<file path="src/rtl/cu_pkg.sv">
`default_nettype none

package cu_pkg;

   localparam int DATA_W       = 32;
   localparam int REM_W        = 4;
   localparam int OP_W         = 3;
   localparam int HDR_WORDS    = 8;
   localparam int HDR_CNT_W    = $clog2(HDR_WORDS);
   localparam int HDR_OP_IDX   = 4;
   localparam int HDR_LEN_IDX  = 5;
   localparam int HDR_TASK_IDX = 6;
   localparam int TASK_W       = 10;
   localparam int FIFO_DEPTH   = 8;
   localparam int FIFO_PTR_W   = $clog2(FIFO_DEPTH);
   localparam int TRL_WORDS    = 3;
   localparam int TRL_CNT_W    = $clog2(TRL_WORDS);
   // word count narrow enough that times 4 fits in 32 bits
   localparam int WCNT_W       = DATA_W - 2;

   // one-hot in header bits 31:29
   typedef enum logic [OP_W-1:0] {
      OP_COPY   = 3'b001,
      OP_DECOMP = 3'b010,
      OP_COMP   = 3'b100
   } op_e;

   typedef enum logic [1:0] {
      ING_IDLE,
      ING_HEAD,
      ING_PAYLOAD,
      ING_WAIT
   } ing_state_e;

   typedef enum logic [1:0] {
      EGR_IDLE,
      EGR_PAYLOAD,
      EGR_TRAILER,
      EGR_DONE
   } egr_state_e;

   typedef struct packed {
      logic [DATA_W-1:0] data;
      logic [REM_W-1:0]  rem;
      logic              sof_n;
      logic              eof_n;
      logic              sop_n;
      logic              eop_n;
   } ll_beat_t;

   typedef struct packed {
      op_e               op;
      logic [DATA_W-1:0] len;
      logic [TASK_W-1:0] task_idx;
   } hdr_t;

   typedef struct packed {
      logic [DATA_W-1:0] hi;
      logic [DATA_W-1:0] lo;
      logic              two;
      logic              last;
      logic [REM_W-1:0]  rem;
   } entry_t;

   localparam ll_beat_t LL_IDLE = '{
      data:  '0,
      rem:   '0,
      sof_n: 1'b1,
      eof_n: 1'b1,
      sop_n: 1'b1,
      eop_n: 1'b1
   };

endpackage

`default_nettype wire

</file>
<file path="src/rtl/comp_unit.sv">
`timescale 1ns/1ps
`default_nettype none

module comp_unit (
   input  logic             clk,
   input  logic             rst_n,
   input  cu_pkg::ll_beat_t tx_beat_i,
   input  logic             tx_src_rdy_n_i,
   output logic             tx_dst_rdy_n_o,
   output cu_pkg::ll_beat_t rx_beat_o,
   output logic             rx_src_rdy_n_o,
   input  logic             rx_dst_rdy_n_i
);
   import cu_pkg::*;

   logic       pay_take;
   logic       pay_end;
   logic       pay_done;
   logic       trl_done;
   logic       push;
   logic       pop;
   logic       full;
   logic       empty;
   hdr_t       hdr;
   egr_state_e egr_state;
   entry_t     push_entry;
   entry_t     head_entry;

   cu_ctrl u_ctrl (
      .clk            (clk),
      .rst_n          (rst_n),
      .tx_beat_i      (tx_beat_i),
      .tx_src_rdy_n_i (tx_src_rdy_n_i),
      .tx_dst_rdy_n_o (tx_dst_rdy_n_o),
      .fifo_full_i    (full),
      .pay_take_o     (pay_take),
      .pay_end_o      (pay_end),
      .hdr_o          (hdr),
      .egr_state_o    (egr_state),
      .pay_done_i     (pay_done),
      .trl_done_i     (trl_done)
   );

   cu_pack u_pack (
      .clk     (clk),
      .rst_n   (rst_n),
      .beat_i  (tx_beat_i),
      .take_i  (pay_take),
      .push_o  (push),
      .entry_o (push_entry)
   );

   cu_fifo u_fifo (
      .clk     (clk),
      .rst_n   (rst_n),
      .push_i  (push),
      .entry_i (push_entry),
      .pop_i   (pop),
      .entry_o (head_entry),
      .full_o  (full),
      .empty_o (empty)
   );

   cu_egress u_egress (
      .clk            (clk),
      .rst_n          (rst_n),
      .egr_state_i    (egr_state),
      .hdr_i          (hdr),
      .pay_end_i      (pay_end),
      .entry_i        (head_entry),
      .empty_i        (empty),
      .pop_o          (pop),
      .pay_done_o     (pay_done),
      .trl_done_o     (trl_done),
      .rx_beat_o      (rx_beat_o),
      .rx_src_rdy_n_o (rx_src_rdy_n_o),
      .rx_dst_rdy_n_i (rx_dst_rdy_n_i)
   );

endmodule

`default_nettype wire

</file>
<file path="src/rtl/cu_ctrl.sv">
`timescale 1ns/1ps
`default_nettype none

module cu_ctrl (
   input  logic               clk,
   input  logic               rst_n,
   input  cu_pkg::ll_beat_t   tx_beat_i,
   input  logic               tx_src_rdy_n_i,
   output logic               tx_dst_rdy_n_o,
   input  logic               fifo_full_i,
   output logic               pay_take_o,
   output logic               pay_end_o,
   output cu_pkg::hdr_t       hdr_o,
   output cu_pkg::egr_state_e egr_state_o,
   input  logic               pay_done_i,
   input  logic               trl_done_i
);
   import cu_pkg::*;

   ing_state_e           ing_q;
   ing_state_e           ing_d;
   egr_state_e           egr_q;
   egr_state_e           egr_d;
   logic [HDR_CNT_W-1:0] hdr_cnt_q;
   hdr_t                 hdr_q;
   logic                 tx_xfer;
   logic                 hdr_last;
   logic                 frame_eof;
   logic                 is_copy;
   logic                 eop_take_q;
   logic                 pay_end_q;

   // stall on a full FIFO and while the trailer is still going out
   assign tx_dst_rdy_n_o = fifo_full_i || (ing_q == ING_WAIT);
   assign tx_xfer        = !tx_src_rdy_n_i && !tx_dst_rdy_n_o;
   assign is_copy        = hdr_q.op == OP_COPY;
   assign hdr_last       = (ing_q == ING_HEAD) && tx_xfer &&
                           (hdr_cnt_q == HDR_CNT_W'(HDR_WORDS - 1));
   assign frame_eof      = !tx_beat_i.eof_n &&
                           (hdr_last || ((ing_q == ING_PAYLOAD) && tx_xfer));
   assign pay_take_o     = (ing_q == ING_PAYLOAD) && tx_xfer && is_copy;
   assign pay_end_o      = pay_end_q;
   assign hdr_o          = hdr_q;
   assign egr_state_o    = egr_q;

   always_comb begin
      ing_d = ing_q;
      case (ing_q)
         ING_IDLE:    if (tx_xfer && !tx_beat_i.sof_n) ing_d = ING_HEAD;
         ING_HEAD:    if (hdr_last) ing_d = frame_eof ? ING_WAIT : ING_PAYLOAD;
         ING_PAYLOAD: if (frame_eof) ing_d = ING_WAIT;
         ING_WAIT:    if (trl_done_i) ing_d = ING_IDLE;
         default:     ing_d = ING_IDLE;
      endcase
   end

   always_comb begin
      egr_d = egr_q;
      case (egr_q)
         EGR_IDLE: begin
            if (hdr_last && is_copy) begin
               egr_d = EGR_PAYLOAD;
            end else if (frame_eof && !is_copy) begin
               // other opcodes get the trailer alone
               egr_d = EGR_TRAILER;
            end
         end
         EGR_PAYLOAD: if (pay_done_i) egr_d = EGR_TRAILER;
         EGR_TRAILER: if (trl_done_i) egr_d = EGR_DONE;
         default:     egr_d = EGR_IDLE;
      endcase
   end

   always_ff @(posedge clk) begin
      if (!rst_n) begin
         ing_q      <= ING_IDLE;
         egr_q      <= EGR_IDLE;
         hdr_cnt_q  <= '0;
         eop_take_q <= 1'b0;
         pay_end_q  <= 1'b0;
      end else begin
         ing_q <= ing_d;
         egr_q <= egr_d;
         if ((ing_q == ING_IDLE) && tx_xfer && !tx_beat_i.sof_n) begin
            hdr_cnt_q <= HDR_CNT_W'(1);
         end else if ((ing_q == ING_HEAD) && tx_xfer) begin
            hdr_cnt_q <= hdr_cnt_q + 1'b1;
         end
         // high in the cycle cu_pack pushes the EOP entry
         eop_take_q <= (pay_take_o && !tx_beat_i.eop_n) ||
                       (hdr_last && is_copy && frame_eof);
         if (trl_done_i) begin
            pay_end_q <= 1'b0;
         end else if (eop_take_q) begin
            pay_end_q <= 1'b1;
         end
      end
   end

   always_ff @(posedge clk) begin
      if ((ing_q == ING_HEAD) && tx_xfer) begin
         if (hdr_cnt_q == HDR_CNT_W'(HDR_OP_IDX)) begin
            hdr_q.op <= op_e'(tx_beat_i.data[DATA_W-1 -: OP_W]);
         end
         if (hdr_cnt_q == HDR_CNT_W'(HDR_LEN_IDX)) begin
            hdr_q.len <= tx_beat_i.data;
         end
         if (hdr_cnt_q == HDR_CNT_W'(HDR_TASK_IDX)) begin
            hdr_q.task_idx <= tx_beat_i.data[TASK_W-1:0];
         end
      end
   end

endmodule

`default_nettype wire

</file>
<file path="src/rtl/cu_egress.sv">
`timescale 1ns/1ps
`default_nettype none

module cu_egress (
   input  logic               clk,
   input  logic               rst_n,
   input  cu_pkg::egr_state_e egr_state_i,
   input  cu_pkg::hdr_t       hdr_i,
   input  logic               pay_end_i,
   input  cu_pkg::entry_t     entry_i,
   input  logic               empty_i,
   output logic               pop_o,
   output logic               pay_done_o,
   output logic               trl_done_o,
   output cu_pkg::ll_beat_t   rx_beat_o,
   output logic               rx_src_rdy_n_o,
   input  logic               rx_dst_rdy_n_i
);
   import cu_pkg::*;

   ll_beat_t             beat_q;
   ll_beat_t             pay_beat;
   ll_beat_t             trl_beat;
   logic                 src_rdy_n_q;
   logic                 fin_q;
   logic                 last_q;
   logic                 half_q;
   logic                 pay_fin;
   logic                 pay_last;
   logic                 first;
   logic                 xfer;
   logic                 in_pay;
   logic                 in_trl;
   logic                 pay_load;
   logic                 trl_load;
   logic                 status;
   logic [WCNT_W-1:0]    wcnt_q;
   logic [TRL_CNT_W-1:0] tcnt_q;
   logic [WCNT_W:0]      len_words;

   assign xfer     = !src_rdy_n_q && !rx_dst_rdy_n_i;
   assign in_pay   = egr_state_i == EGR_PAYLOAD;
   assign in_trl   = egr_state_i == EGR_TRAILER;
   // reload only from an empty output register
   assign pay_load = in_pay && src_rdy_n_q && !empty_i;
   assign trl_load = in_trl && src_rdy_n_q;
   assign first    = wcnt_q == '0;

   assign pop_o      = xfer && in_pay && fin_q;
   // a copy frame without payload words ends once ingress has finished
   assign pay_done_o = (xfer && in_pay && last_q) ||
                       (in_pay && pay_end_i && empty_i && src_rdy_n_q && first);
   assign trl_done_o = xfer && in_trl && !beat_q.eof_n;

   // source length in words, rounded up
   assign len_words = {1'b0, hdr_i.len[DATA_W-1:2]} + (WCNT_W + 1)'(|hdr_i.len[1:0]);
   assign status    = (hdr_i.op == OP_COPY) && ({1'b0, wcnt_q} <= len_words);

   assign rx_beat_o      = beat_q;
   assign rx_src_rdy_n_o = src_rdy_n_q;

   always_comb begin
      pay_fin        = half_q || !entry_i.two;
      pay_last       = pay_fin && entry_i.last;
      pay_beat.data  = half_q ? entry_i.lo : entry_i.hi;
      pay_beat.rem   = pay_last ? entry_i.rem : '0;
      pay_beat.sof_n = !first;
      pay_beat.sop_n = !first;
      pay_beat.eop_n = !pay_last;
      pay_beat.eof_n = 1'b1;
   end

   always_comb begin
      trl_beat = LL_IDLE;
      if (tcnt_q == '0) begin
         trl_beat.data  = {hdr_i.op, status, {(DATA_W - OP_W - 1){1'b0}}};
         trl_beat.sof_n = !first;
         trl_beat.sop_n = !first;
      end else if (tcnt_q == TRL_CNT_W'(TRL_WORDS - 1)) begin
         trl_beat.data  = {{(DATA_W - TASK_W){1'b0}}, hdr_i.task_idx};
         trl_beat.eof_n = 1'b0;
      end else begin
         // byte count
         trl_beat.data = {wcnt_q, 2'b00};
      end
   end

   always_ff @(posedge clk) begin
      if (!rst_n) begin
         beat_q      <= LL_IDLE;
         src_rdy_n_q <= 1'b1;
         fin_q       <= 1'b0;
         last_q      <= 1'b0;
         half_q      <= 1'b0;
         wcnt_q      <= '0;
         tcnt_q      <= '0;
      end else begin
         if (pay_load) begin
            beat_q      <= pay_beat;
            fin_q       <= pay_fin;
            last_q      <= pay_last;
            src_rdy_n_q <= 1'b0;
         end else if (trl_load) begin
            beat_q      <= trl_beat;
            src_rdy_n_q <= 1'b0;
         end else if (xfer) begin
            src_rdy_n_q <= 1'b1;
         end
         if (xfer && in_pay) begin
            wcnt_q <= wcnt_q + 1'b1;
            half_q <= !fin_q;
         end
         if (trl_done_o) begin
            wcnt_q <= '0;
            tcnt_q <= '0;
         end else if (xfer && in_trl) begin
            tcnt_q <= tcnt_q + 1'b1;
         end
      end
   end

endmodule

`default_nettype wire

</file>
<file path="src/rtl/cu_fifo.sv">
`timescale 1ns/1ps
`default_nettype none

module cu_fifo (
   input  logic           clk,
   input  logic           rst_n,
   input  logic           push_i,
   input  cu_pkg::entry_t entry_i,
   input  logic           pop_i,
   output cu_pkg::entry_t entry_o,
   output logic           full_o,
   output logic           empty_o
);
   import cu_pkg::*;

   entry_t                mem [FIFO_DEPTH];
   logic [FIFO_PTR_W-1:0] wr_ptr_q;
   logic [FIFO_PTR_W-1:0] rd_ptr_q;
   logic [FIFO_PTR_W:0]   count_q;
   logic                  at_top;
   logic                  do_push;
   logic                  do_pop;

   assign at_top  = count_q == (FIFO_PTR_W + 1)'(FIFO_DEPTH);
   assign empty_o = count_q == '0;
   assign do_push = push_i && !at_top;
   assign do_pop  = pop_i && !empty_o;
   // also full while the last free slot is being written
   assign full_o  = at_top ||
                    (push_i && (count_q == (FIFO_PTR_W + 1)'(FIFO_DEPTH - 1)));
   assign entry_o = mem[rd_ptr_q];

   always_ff @(posedge clk) begin
      if (do_push) begin
         mem[wr_ptr_q] <= entry_i;
      end
   end

   always_ff @(posedge clk) begin
      if (!rst_n) begin
         wr_ptr_q <= '0;
         rd_ptr_q <= '0;
         count_q  <= '0;
      end else begin
         if (do_push) wr_ptr_q <= wr_ptr_q + 1'b1;
         if (do_pop) rd_ptr_q <= rd_ptr_q + 1'b1;
         case ({do_push, do_pop})
            2'b10:   count_q <= count_q + 1'b1;
            2'b01:   count_q <= count_q - 1'b1;
            default: count_q <= count_q;
         endcase
      end
   end

endmodule

`default_nettype wire

</file>
<file path="src/rtl/cu_pack.sv">
`timescale 1ns/1ps
`default_nettype none

module cu_pack (
   input  logic             clk,
   input  logic             rst_n,
   input  cu_pkg::ll_beat_t beat_i,
   input  logic             take_i,
   output logic             push_o,
   output cu_pkg::entry_t   entry_o
);
   import cu_pkg::*;

   logic [DATA_W-1:0] word;
   logic [DATA_W-1:0] hold_q;
   logic              have_hi_q;
   logic              push_q;
   logic              is_eop;
   entry_t            entry_q;

   assign is_eop  = !beat_i.eop_n;
   assign push_o  = push_q;
   assign entry_o = entry_q;

   // clear the bytes past the remainder on the last word
   always_comb begin
      word = beat_i.data;
      if (is_eop) begin
         case (beat_i.rem)
            4'b0001: word = {beat_i.data[DATA_W-1:8], 8'h00};
            4'b0011: word = {beat_i.data[DATA_W-1:16], 16'h0000};
            4'b0111: word = {beat_i.data[DATA_W-1:24], 24'h000000};
            default: word = beat_i.data;
         endcase
      end
   end

   always_ff @(posedge clk) begin
      if (!rst_n) begin
         push_q    <= 1'b0;
         have_hi_q <= 1'b0;
      end else begin
         push_q <= take_i && (have_hi_q || is_eop);
         if (take_i) begin
            have_hi_q <= !have_hi_q && !is_eop;
         end
      end
   end

   always_ff @(posedge clk) begin
      if (take_i) begin
         if (have_hi_q) begin
            entry_q.hi  <= hold_q;
            entry_q.lo  <= word;
            entry_q.two <= 1'b1;
         end else begin
            // single-word entry unless a second word follows
            hold_q      <= word;
            entry_q.hi  <= word;
            entry_q.lo  <= '0;
            entry_q.two <= 1'b0;
         end
         entry_q.last <= is_eop;
         entry_q.rem  <= is_eop ? beat_i.rem : '0;
      end
   end

endmodule

`default_nettype wire

</file>
<file path="config.mk">
export PLATFORM = sky130hd
export DESIGN_NAME = comp_unit
export DESIGN_NICKNAME = d
export VERILOG_FILES = /design/src/rtl/cu_pkg.sv /design/src/rtl/comp_unit.sv /design/src/rtl/cu_ctrl.sv /design/src/rtl/cu_egress.sv /design/src/rtl/cu_fifo.sv /design/src/rtl/cu_pack.sv
export SDC_FILE = /design/constraint.sdc
export NUM_CORES = 1
export LEC_CHECK = 0
export ABC_AREA = 1
export BUFFER_PORTS_ARGS = -buffer_cell sky130_fd_sc_hd__buf_2
export CAP_MARGIN = 10
export CORE_ASPECT_RATIO = 2
export CORE_UTILIZATION = 55
export CTS_BUF_LIST = sky130_fd_sc_hd__clkbuf_16
export DETAILED_ROUTE_END_ITERATION = 10
export GPL_ROUTABILITY_DRIVEN = 0
export MAX_ROUTING_LAYER = met4
export PLACE_DENSITY = 0.71
export SYNTH_ARGS = -nofsm -noshare
export SYNTH_HDL_FRONTEND = slang
export SYNTH_SLANG_ARGS = --single-unit
</file>
<file path="constraint.sdc">
create_clock -name clk -period 5.7 [get_ports clk]
set_clock_uncertainty 0.05 [all_clocks]
set_input_delay 0.855 -clock clk [delete_from_list [all_inputs] [get_ports clk]]
set_output_delay 0.855 -clock clk [all_outputs]
set_load 0.05 [all_outputs]
</file>
==> run metrics <==
outcome=complete, no violations; # Max-Cap Violations=0; largest net degree at the start of global routing=about 200; nets=about 2900; Overflow after GRT=0; first-pass GRT wire length=about 130 mm; DPL Wire Length=between 50 and 60 mm; Synth Register Bits=806; chip width=between 150 and 200 µm; unrepaired setup endpoints after global routing=no; critical path type=reg -> reg; vias in the first global route=around 23000; setup bufs post-CTS=0; H-tree Lvls=3; warnings from Yosys=0; initial drt markers=approximately 2300; Net Sw Frac=21.8%; Wirelength per Cell=24.2 µm; area of the multi-input gates=~8800 µm²; Tmin final=3.38 ns; via count=around 23000; number of synthesized flops with an enable pin=between 700 and 800; layout cell share with drive strength beyond 1=9.59%; Lkg Pwr=~13 nW; Site Rows=127; cells after synthesis=2806; Worst Tran Pin Value=a little over 1 ns; Clock Power Share=between 30% and 40%; Post-synth ARST share=0%; Via density=between 6 and 7; final hold vios=0; CTS tree=built; Netlist Area Pre-Place=about 33000 µm²; CP max FO=4; final setup fails=0; Residual DRC=0; CTS Buf Count=66; CP Data Required Time=~6.2 ns; Antenna Nets Post-Route=0; pwr/cell area=approximately 320 nW/µm²; Critical Path Source Type=register; Synth Flop Type=edfxtp_1; Sink Count=between 800 and 900; Hold WS=between 0.3 and 0.4 ns; most frequent cells in the layout=707 x edfxtp_1, 387 x nand2_1, 386 x nor2_1; Die Y=349 µm; drt pass-1 iters=5; GRT Total Usage=roughly 30%; P_int=approximately 0.0091 W; Root Buffer=clkbuf_16; commonest non-fill, non-tap cell in the layout=edfxtp_1; Avg Cell Area, Syn=around 12 µm²; Seq pwr share=a little under three fifths; flip-flop and latch area=about 23000 µm²; CORE AREA=~60000 µm²; Initial Util=~56%; Ports=86; f_max=roughly 0.30 GHz; CTS Hold Bufs=0; synth unique cells=52; clock latency on the worst-skew pair=around 0.62 ns; Area growth syn-to-layout=10.4%; worst hold path class=in -> reg; Max Slew Vio Count=0; initial antenna violation count=1; Net Count, Synth=just under 3000; Final period util=between 50% and 60%; Worst Path Arrival=3.86 ns; critical path endpoint category=register; fill cell count=about 4600; Max Buffers Root-to-Sink=3; port bufs=84; register area share after synthesis=70.0%; cts repair resizes=0; die outline area=a little over 60000 µm²; Routed WL=approximately 90 mm; clk slew on worst S/H paths=around 0.070 ns; Comb pwr share=under 10%; Max-slew headroom=31.6%; Setup TNS Final=0 ns; sw power=approximately 0.0025 W; maximum vdd drop=0.329 mV
cell usage after synthesis, types with 3 or more instances:
cell type,count,area share (%)
o221ai_1,54,1.4
a22oi_1,3,0.068
o211ai_1,6,0.14
nand2_1,387,4.4
o2111ai_1,4,0.11
nand3_1,108,1.6
nor3_2,3,0.091
o21ai_0,334,5.0
nand4_1,16,0.30
o31ai_1,4,0.091
buf_2,28,0.42
nor2_2,4,0.075
dfxtp_1,99,6.0
o22ai_1,76,1.4
buf_1,6,0.068
nor2_1,396,4.5
a21oi_1,65,0.98
inv_1,155,1.8
nor4_1,8,0.15
nor3_1,25,0.38
edfxtp_1,707,64
a31oi_1,29,0.55
inv_2,4,0.045
xnor2_1,13,0.34
nand3b_1,3,0.068
nand3_2,6,0.18
nor2_4,10,0.34
o21ai_1,19,0.29
o21bai_1,3,0.068
or2_2,6,0.11
xor2_1,27,0.71
clkbuf_1,109,1.2
a211oi_1,4,0.091
nand2_2,5,0.094
ha_1,56,2.1
final cells by class:
cell class              count  area share [%]
clock inverters            52            1.38
clock buffers              67            4.58
multi-input cells        1694            24.1
repair buffers            118            2.12
flip-flops and latches    806            63.5
diodes                      1         0.00684
well taps                 774            2.65
inverters                 161            1.67
sequential cells by signal, indices dropped and copies added (netlist names), 3 cells and up, named ones only:
name,cells
u_egress.rx_beat_o,39
u_fifo.mem,560
u_fifo.rd_ptr_q,3
u_ctrl.hdr_cnt_q,3
u_fifo.wr_ptr_q,3
u_ctrl.hdr_o,45
u_egress.wcnt_q,30
u_pack.entry_o,70
u_fifo.count_q,4
u_pack.hold_q,32
critical path, stage by stage, from the launching register on:
cell and delay, ns:
edfxtp_1 0.31, or2_2 0.11, ha_1 0.15, nand3_2 0.12
nor2_4 0.14, nand2_2 0.09, nor2_4 0.14, nand2_4 0.08
nor2_4 0.12, nand3_2 0.14, inv_2 0.09, nand3_2 0.08
nor2_2 0.14, nand2_1 0.08, xnor2_1 0.18, inv_1 0.06
ha_1 0.27, nand2_1 0.08, nor3_1 0.21, nand3_1 0.09
nor2_1 0.12, nand3_1 0.07, nand2_1 0.07, nand2_1 0.04
nand2_1 0.08, nand2_1 0.05, a21oi_1 0.13
routing by layer:
metal,up-vias,routed length [µm],track usage (%)
met4,0,6720,21.5
li1,10100,-,-
met2,1170,45400,51.3
met3,318,6700,4.63
met1,11100,30200,31.9
met5,-,0,-
power by group through the flow:
stage                     clock network, W  logic [W]  registers (W)
after floorplan                          0   0.000321        0.00661
after detailed placement                 0   0.000554        0.00657
final                              0.00463   0.000562        0.00644
after global placement                   0   0.000533        0.00657
after CTS                          0.00466   0.000556        0.00644
after global routing               0.00487   0.000604        0.00645
cell families (layout without fill, tap and decap cells):
family          count (synthesis)  in the layout  synth area share [%]
compound gates                612            612                  10.6
flops                         806            806                  70.0
simple gates                  985            985                  12.6
xor+xnor                       40             40                  1.06
fa+ha+maj                      57             57                  2.17
buf+inv                       306            398                  3.59
other cells                     0              1                     0
path summary, 6_finish.rpt:
kind                                 end               from  slack (ns)  cells past startpoint
setup reg to reg  u_egress.rx_beat_o[36]   u_ctrl.hdr_o[10]        2.32                     26
hold / removal          u_ctrl.hdr_o[20]      tx_beat_i[18]        0.38                      1
setup / recovery  u_egress.rx_beat_o[36]   u_ctrl.hdr_o[10]        2.32                     26
hold reg to reg         u_ctrl.pay_end_o  u_ctrl.eop_take_q        0.40                      2
metrics by stage:
step           instance area (µm²)  instances  util, %  setup slack, ns  power [W]
6_report                     36600       3673     61.3             2.32     0.0116
5_1_grt                      36600       3673     61.3             1.91     0.0119
4_1_cts                      36600       3672     61.3             2.33     0.0117
3_5_place_dp                 34400       3553     57.6             2.35    0.00713
3_3_place_gp                 34400       3553     57.6             2.35    0.00710
2_1_floorplan                33200       2806        -            0.549    0.00694
No activity file was read; power rests on OpenSTA's default activity.
